### src/common/mimo_pkg.sv
// ====================
// shared lane count, word width and lane buffer depth
// pointer and count widths for the lane buffers
// packed entry types for one lane and for all lanes
// ====================

`default_nettype none

package mimo_pkg;

    localparam int NUM_LANES  = 8;
    localparam int DATA_WIDTH = 16;
    localparam int LANE_DEPTH = 16;

    // depth must stay a power of two, pointers wrap on their own
    localparam int LANE_PTR_WIDTH   = $clog2(LANE_DEPTH);
    localparam int LANE_COUNT_WIDTH = $clog2(LANE_DEPTH + 1);

    localparam int BRANCH_WIDTH = $clog2(NUM_LANES);

    typedef logic [DATA_WIDTH-1:0]   data_t;
    typedef logic [BRANCH_WIDTH-1:0] branch_t;
    typedef logic [BRANCH_WIDTH-1:0] lane_t;
    typedef logic [NUM_LANES-1:0]    lane_mask_t;

    // branch sits above the data word, 19 bits in all
    typedef struct packed {
        branch_t branch;
        data_t   data;
    } lane_entry_t;

    typedef lane_entry_t [NUM_LANES-1:0] lane_entries_t;

endpackage : mimo_pkg

`default_nettype wire

### src/design/mimo_fifo_8.sv
// ====================
// mimo_fifo_8 top level
// lane buffer bank, rotating arbiter, write dispatch
// ====================

`timescale 1ns/1ps
`default_nettype none

module mimo_fifo_8 import mimo_pkg::*; (
    input  wire logic          i_clock,
    input  wire logic          i_reset,
    input  wire lane_entries_t i_entries,
    input  wire logic          i_valid,
    output      logic          o_ready,
    output      data_t         o_data,
    output      lane_mask_t    o_valid
);

    lane_entries_t heads;
    lane_mask_t    head_valid;
    lane_mask_t    pop;
    lane_entry_t   grant_entry;
    logic          grant_valid;

    lane_buffer_bank lane_buffer_bank_i (
        .i_clock      (i_clock),
        .i_reset      (i_reset),
        .i_entries    (i_entries),
        .i_valid      (i_valid),
        .o_ready      (o_ready),
        .i_pop        (pop),
        .o_heads      (heads),
        .o_head_valid (head_valid)
    );

    rotating_arbiter rotating_arbiter_i (
        .i_clock       (i_clock),
        .i_reset       (i_reset),
        .i_heads       (heads),
        .i_head_valid  (head_valid),
        .o_pop         (pop),
        .o_grant_entry (grant_entry),
        .o_grant_valid (grant_valid)
    );

    write_dispatch write_dispatch_i (
        .i_clock       (i_clock),
        .i_reset       (i_reset),
        .i_grant_entry (grant_entry),
        .i_grant_valid (grant_valid),
        .o_data        (o_data),
        .o_valid       (o_valid)
    );

endmodule : mimo_fifo_8

`default_nettype wire

### src/design/rotating_arbiter.sv
// ====================
// rotating_arbiter
// pointer that steps one lane per cycle
// first valid head at or after the pointer wins
// grant select and pop, all combinational
// ====================

`timescale 1ns/1ps
`default_nettype none

module rotating_arbiter import mimo_pkg::*; (
    input  wire logic          i_clock,
    input  wire logic          i_reset,
    input  wire lane_entries_t i_heads,
    input  wire lane_mask_t    i_head_valid,
    output      lane_mask_t    o_pop,
    output      lane_entry_t   o_grant_entry,
    output      logic          o_grant_valid
);

    lane_t pointer;
    lane_t grant_lane;
    logic  found;

    // steps every edge, granted or not, and wraps at eight
    always_ff @(posedge i_clock) begin
        if (i_reset) begin
            pointer <= '0;
        end else begin
            pointer <= pointer + lane_t'(1);
        end
    end

    // search upward from the pointer, wrapping past lane 7
    always_comb begin
        lane_t candidate;

        found      = 1'b0;
        grant_lane = pointer;
        for (int i = 0; i < NUM_LANES; i++) begin
            candidate = pointer + lane_t'(i);
            if (!found && i_head_valid[candidate]) begin
                found      = 1'b1;
                grant_lane = candidate;
            end
        end
    end

    always_comb begin
        o_pop = '0;
        if (found) begin
            o_pop[grant_lane] = 1'b1;
        end
    end

    assign o_grant_entry = i_heads[grant_lane];
    assign o_grant_valid = found;

    // one lane drained per cycle, and never an empty one
    a_pop_onehot : assert property (
        @(posedge i_clock) disable iff (i_reset)
        $onehot0(o_pop)
    );

    a_pop_subset : assert property (
        @(posedge i_clock) disable iff (i_reset)
        (o_pop & ~i_head_valid) == '0
    );

endmodule : rotating_arbiter

`default_nettype wire

### src/design/write_dispatch.sv
// ====================
// write_dispatch
// output register for the granted word
// branch decoded into a one-hot write strobe
// ====================

`timescale 1ns/1ps
`default_nettype none

module write_dispatch import mimo_pkg::*; (
    input  wire logic        i_clock,
    input  wire logic        i_reset,
    input  wire lane_entry_t i_grant_entry,
    input  wire logic        i_grant_valid,
    output      data_t       o_data,
    output      lane_mask_t  o_valid
);

    // data goes to every branch, the strobe picks the one that writes
    always_ff @(posedge i_clock) begin
        o_data <= i_grant_entry.data;
    end

    always_ff @(posedge i_clock) begin
        if (i_reset) begin
            o_valid <= '0;
        end else begin
            o_valid <= '0;
            if (i_grant_valid) begin
                o_valid[i_grant_entry.branch] <= 1'b1;
            end
        end
    end

    a_strobe_onehot : assert property (
        @(posedge i_clock) disable iff (i_reset)
        $onehot0(o_valid)
    );

endmodule : write_dispatch

`default_nettype wire

### src/lane_buffer/lane_buffer_bank.sv
// ====================
// lane_buffer_bank
// eight lane buffers written together
// combined ready from all not-full flags
// ====================

`timescale 1ns/1ps
`default_nettype none

module lane_buffer_bank import mimo_pkg::*; (
    input  wire logic          i_clock,
    input  wire logic          i_reset,
    input  wire lane_entries_t i_entries,
    input  wire logic          i_valid,
    output      logic          o_ready,
    input  wire lane_mask_t    i_pop,
    output      lane_entries_t o_heads,
    output      lane_mask_t    o_head_valid
);

    lane_mask_t full;
    logic       write_all;

    // ready only when every lane has room, so the lanes stay aligned
    assign o_ready   = ~|full;
    assign write_all = i_valid & o_ready;

    genvar g;
    generate
        for (g = 0; g < NUM_LANES; g++) begin : gen_lane
            lane_fifo lane_fifo_i (
                .i_clock      (i_clock),
                .i_reset      (i_reset),
                .i_write      (write_all),
                .i_entry      (i_entries[g]),
                .o_full       (full[g]),
                .i_read       (i_pop[g]),
                .o_head       (o_heads[g]),
                .o_head_valid (o_head_valid[g])
            );
        end
    endgenerate

endmodule : lane_buffer_bank

`default_nettype wire

### src/lane_buffer/lane_fifo.sv
// ====================
// lane_fifo
// show-ahead circular buffer for one lane
// head is visible in the cycle after the write
// ====================

`timescale 1ns/1ps
`default_nettype none

module lane_fifo import mimo_pkg::*; (
    input  wire logic        i_clock,
    input  wire logic        i_reset,
    input  wire logic        i_write,
    input  wire lane_entry_t i_entry,
    output      logic        o_full,
    input  wire logic        i_read,
    output      lane_entry_t o_head,
    output      logic        o_head_valid
);

    lane_entry_t mem [LANE_DEPTH];

    logic [LANE_PTR_WIDTH-1:0]   wr_ptr;
    logic [LANE_PTR_WIDTH-1:0]   rd_ptr;
    logic [LANE_COUNT_WIDTH-1:0] count;

    // entry storage
    always_ff @(posedge i_clock) begin
        if (i_write) begin
            mem[wr_ptr] <= i_entry;
        end
    end

    always_ff @(posedge i_clock) begin
        if (i_reset) begin
            wr_ptr <= '0;
            rd_ptr <= '0;
            count  <= '0;
        end else begin
            if (i_write) begin
                wr_ptr <= wr_ptr + LANE_PTR_WIDTH'(1);
            end
            if (i_read) begin
                rd_ptr <= rd_ptr + LANE_PTR_WIDTH'(1);
            end
            // simultaneous read and write leaves the count alone
            if (i_write && !i_read) begin
                count <= count + LANE_COUNT_WIDTH'(1);
            end else if (i_read && !i_write) begin
                count <= count - LANE_COUNT_WIDTH'(1);
            end
        end
    end

    assign o_full       = (count == LANE_COUNT_WIDTH'(LANE_DEPTH));
    assign o_head_valid = (count != '0);
    assign o_head       = mem[rd_ptr];

    // the bank gates writes with the combined ready, the arbiter pops only valid heads
    a_no_overflow : assert property (
        @(posedge i_clock) disable iff (i_reset)
        !(i_write && o_full)
    );

    a_no_underflow : assert property (
        @(posedge i_clock) disable iff (i_reset)
        !(i_read && !o_head_valid)
    );

endmodule : lane_fifo

`default_nettype wire

### config.mk
export PLATFORM = sky130hd
export DESIGN_NAME = mimo_fifo_8
export DESIGN_NICKNAME = d
export VERILOG_FILES = /design/src/common/mimo_pkg.sv /design/src/design/mimo_fifo_8.sv /design/src/design/rotating_arbiter.sv /design/src/design/write_dispatch.sv /design/src/lane_buffer/lane_buffer_bank.sv /design/src/lane_buffer/lane_fifo.sv
export SDC_FILE = /design/constraint.sdc
export NUM_CORES = 2
export LEC_CHECK = 0
export ABC_AREA = 1
export BUFFER_PORTS_ARGS = -buffer_cell sky130_fd_sc_hd__buf_2
export CAP_MARGIN = 10
export CORE_ASPECT_RATIO = 0.7
export CORE_MARGIN = 4
export CORE_UTILIZATION = 40
export CTS_CLUSTER_DIAMETER = 40
export CTS_CLUSTER_SIZE = 40
export DETAILED_ROUTE_END_ITERATION = 10
export PLACE_DENSITY = 0.62
export SYNTH_ARGS = -nofsm -noshare
export SYNTH_HDL_FRONTEND = slang
export SYNTH_SLANG_ARGS = --single-unit
### constraint.sdc
create_clock -name i_clock -period 4.25 [get_ports i_clock]
set_input_delay 0.425 -clock i_clock [delete_from_list [all_inputs] [get_ports i_clock]]
set_output_delay 0.425 -clock i_clock [all_outputs]
set_load 0.05 [all_outputs]
==> summary.txt <==
Logic synthesis
  – Cells after synthesis: 8071
  – Cell area after synthesis: around 0.11 mm^2
  – Synthesis Warnings: 0
  – Post-Syn Area per Cell: 13.14 um^2
  – Post-Syn Nets: 8310
  – Post-synth cell types: 42
  – Sequential-to-total area share from yosys stat: 71.95%
  – #FFs+latches synth: 2595

CTS
  – TritonCTS clock tree: yes
  – Total clock sinks: roughly 2600
  – Total clock buffers created by CTS: 306
  – H-tree depth: 5
  – Worst-Skew Late Latency: 0.85 ns
  – CTS Buffer Depth: 4
  – Clk slew on worst S/H paths: 0.06 ns
  – Root Driver: clkbuf_16

GRT
  – Largest net degree at the start of global routing: 96
  – Vias in the first global route: 62990
  – First-pass GRT wire length: 415800 um
  – GRT Overall Usage: 20.08%
  – Grt met2 use: a little under a third
  – Grt met1 use: ~29%
  – Initial antenna violation count: 31
  – Met3 Use GR: 3.594%
  – Busiest grt layer: met2
  – GRT overflow: 0

Placement
  – Final Wtd Congestion: 0.8603
  – Dpl hpwl: 173000 um
  – PortBufs: 179
  – Area after DPL: between 0.1 and 0.15 mm^2

Worst setup path
  – Crit-path max cell delay: 0.38 ns
  – Worst EP arrival: 4.79 ns
  – Crit path buffers/inverters: 3
  – Setup CP Type: reg -> reg
  – CP Launch Type: flip-flop
  – Delay-heaviest family, CP: simple AND/OR/NAND/NOR gates
  – CP Capture Type: flip-flop
  – Data required, critical path: around 5 ns
  – Crit Path Max Fanout: 6
  – Slowest CP cell: fa_2

Power and ir drop
  – Int Pwr: 52920 uW
  – P_leak: around 0.043 uW
  – Combinational Power Share: 27.6%
  – Pwr/cell area: 642.6 mW/mm^2
  – Net Switching: 27780 uW
  – Peak supply drop: 0.4849 mV
  – Clock network power share: 33.9%
  – Net Sw Frac: 34.42%
  – Sequential power share: 38.6%

Job
  – Max-Cap Viols: 0

Floorplanning
  – Initial core utilization: 40.38%
  – Cell Rows: 157
  – Placeable Area: ~0.26 mm^2
  – Chip width: ~620 um
  – Die area: 0.2735 mm^2
  – # IOs: 180
  – Die Y: 438.8 um

STA
  – Final Setup Violations: 0
  – RSZ-0062 raised after global routing: true
  – Final hold violations: 0
  – Setup TNS: 0 ns
  – Slew @ Worst Pin: 1.154 ns
  – Slew Viols, Final: 0
  – Rel. slew slack: 23.05%
  – Fmax: 246.5 MHz
  – Layout Skew: 0.06321 ns
  – Final Critical Period: 4.057 ns
  – Final worst-path cycle share: 95.45%
  – Hold WS: 0.3386 ns

Finish
  – Fraction of layout cells with a size suffix above 1: 14.59%
  – Fin nets: 8808
  – Most frequent cells in the layout: edfxtp_1, o21ai_0, inv_1
  – Most common cell after layout, fill and taps aside: edfxtp_1
  – Area Overhead vs Synth: 18.42%
  – Filler cells: 22510
  – Final instance area: roughly 0.13 mm^2

Drt
  – TritonRoute pass-1 iters: 8
  – Routed wire length: between 200000 and 300000 um
  – Final ANT Viol Nets: 0
  – Drt wl/cell: 22.98 um
  – Vias post-DR: 66730
  – Via density: between 5 and 6
  – Initial DRC count: between 6000 and 7000
  – DRC: 0

Status
  – Status: completed

Hold path
  – Hold Crit Start: i_valid
  – Hold Path Class: in -> reg
==> registers in the layout (all words and copies together) (netlist names), named ones only <==
name,count
lane_buffer_bank_i.gen_lane.lane_fifo_i.mem,2432
lane_buffer_bank_i.gen_lane.lane_fifo_i.rd_ptr,32
lane_buffer_bank_i.gen_lane.lane_fifo_i.wr_ptr,32
lane_buffer_bank_i.gen_lane.lane_fifo_i.count,40
write_dispatch_i.o_data,16
rotating_arbiter_i.pointer,3
write_dispatch_i.o_valid,8
==> power by group through the flow <==
stage	clock network [uW]	logic, uW	registers [uW]
6_report	27300	22200	31100
5_1_grt	29000	24200	31300
4_1_cts	27800	21600	31100
3_5_place_dp	0	21300	31700
3_3_place_gp	0	20800	31600
2_1_floorplan	0	13600	31000
==> kinds of logic (layout without fill, tap and decap cells) <==
kind of cell | Yosys count | in the layout | share of synthesized area, %
and+or+nand+nor | 1065 | 1065 | 4.246
xor gates and xnor gates | 33 | 33 | 0.2726
buffers and inverters | 1236 | 1985 | 4.510
AOI/OAI and AO/OA | 2450 | 2450 | 12.24
DFF | 2595 | 2595 | 71.95
other | 0 | 15 | 0
muxes | 608 | 608 | 5.739
adders and majority gates | 84 | 84 | 1.048
==> layout make-up <==
cell class              instances  area (um^2)  share of cell area, %
flip-flops and latches       2595        76350                  60.80
multi-input cells            4240        25550                  20.35
diodes                         15        37.54                0.02989
clock buffers                 338         7945                  6.327
repair buffers                660         5688                  4.530
well taps                    3498         4377                  3.485
inverters                     766         2880                  2.294
clock inverters               221         2749                  2.189
==> metal layers <==
metal,vias up,part of all wire (%)
li1,30690,-
met1,33010,44
met2,2545,45
met3,480,7.9
met4,8,3.0
met5,-,0.019
==> repair_timing <==
| action | 4_1_cts | 5_1_grt |
|---|---|---|
| hold buffers | 153 | 0 |
| hold endpoints to repair | 2419 | 0 |
| setup buffers | 2 | 15 |
| resized for setup | 6 | 61 |
| endpoints found under the setup margin | 8 | 17 |
| pin swaps | 2 | 16 |
==> cell usage after synthesis <==
library cell / count / area (um^2)
a2111oi_0: 7 / 61.31
a211oi_1: 6 / 45.04
a21o_1: 9 / 67.56
a21oi_1: 685 / 3428
a31oi_1: 4 / 25.02
and2_0: 1 / 6.260
buf_1: 84 / 315.3
buf_2: 55 / 275.3
buf_4: 9 / 67.56
buf_6: 5 / 56.30
clkbuf_1: 317 / 1190
clkinv_1: 7 / 26.28
dfxtp_1: 163 / 3263
edfxtp_1: 2432 / 73030
fa_1: 8 / 160.2
ha_1: 76 / 950.9
inv_1: 752 / 2823
inv_2: 6 / 22.52
inv_4: 1 / 6.260
mux2i_1: 608 / 6086
nand2_1: 458 / 1719
nand2_2: 8 / 50.05
nand2_4: 4 / 45.04
nand2_8: 1 / 20.02
nand3_1: 126 / 630.6
nand3_2: 10 / 100.1
nand3b_1: 2 / 15.01
nand4_1: 50 / 312.8
nand4_2: 2 / 25.02
nand4_4: 1 / 21.27
nor2_1: 394 / 1479
nor2_2: 1 / 6.260
nor2_4: 6 / 67.56
nor3_1: 1 / 5.000
o2111ai_1: 1 / 8.760
o211ai_1: 167 / 1254
o21ai_0: 1425 / 7132
o21ai_1: 6 / 30.03
o221ai_1: 20 / 175.2
o22ai_1: 120 / 750.7
xnor2_1: 20 / 175.2
xor2_1: 13 / 113.9
==> final timing paths <==
check | endpoint | slack (ns) | depth (start not counted)
setup / recovery | flip-flop | 0.19 | 25
hold / removal | flip-flop | 0.34 | 5
setup reg to reg | flip-flop | 0.19 | 25
hold reg to reg | flip-flop | 0.48 | 1
==> worst min-delay path: cells and delay by family <==
family	cells	cell delay [ns]
buffers and inverters	2	0.37
and+or+nand+nor	2	0.25
AOI/OAI and AO/OA	1	0.06
==> through the flow <==
stage	std cells	worst slack [ns]	power, uW	util [%]
finish	12330	0.1934	80700	47.81
global placement	11580	-0.1327	52450	42.95
global route	12320	-0.1354	84530	47.80
detailed placement	11590	-0.2175	52970	42.97
CTS	12300	0.007388	80560	47.64
floorplan	8071	0.1984	44520	-
Note: power is estimated with default switching activity, not from simulation.
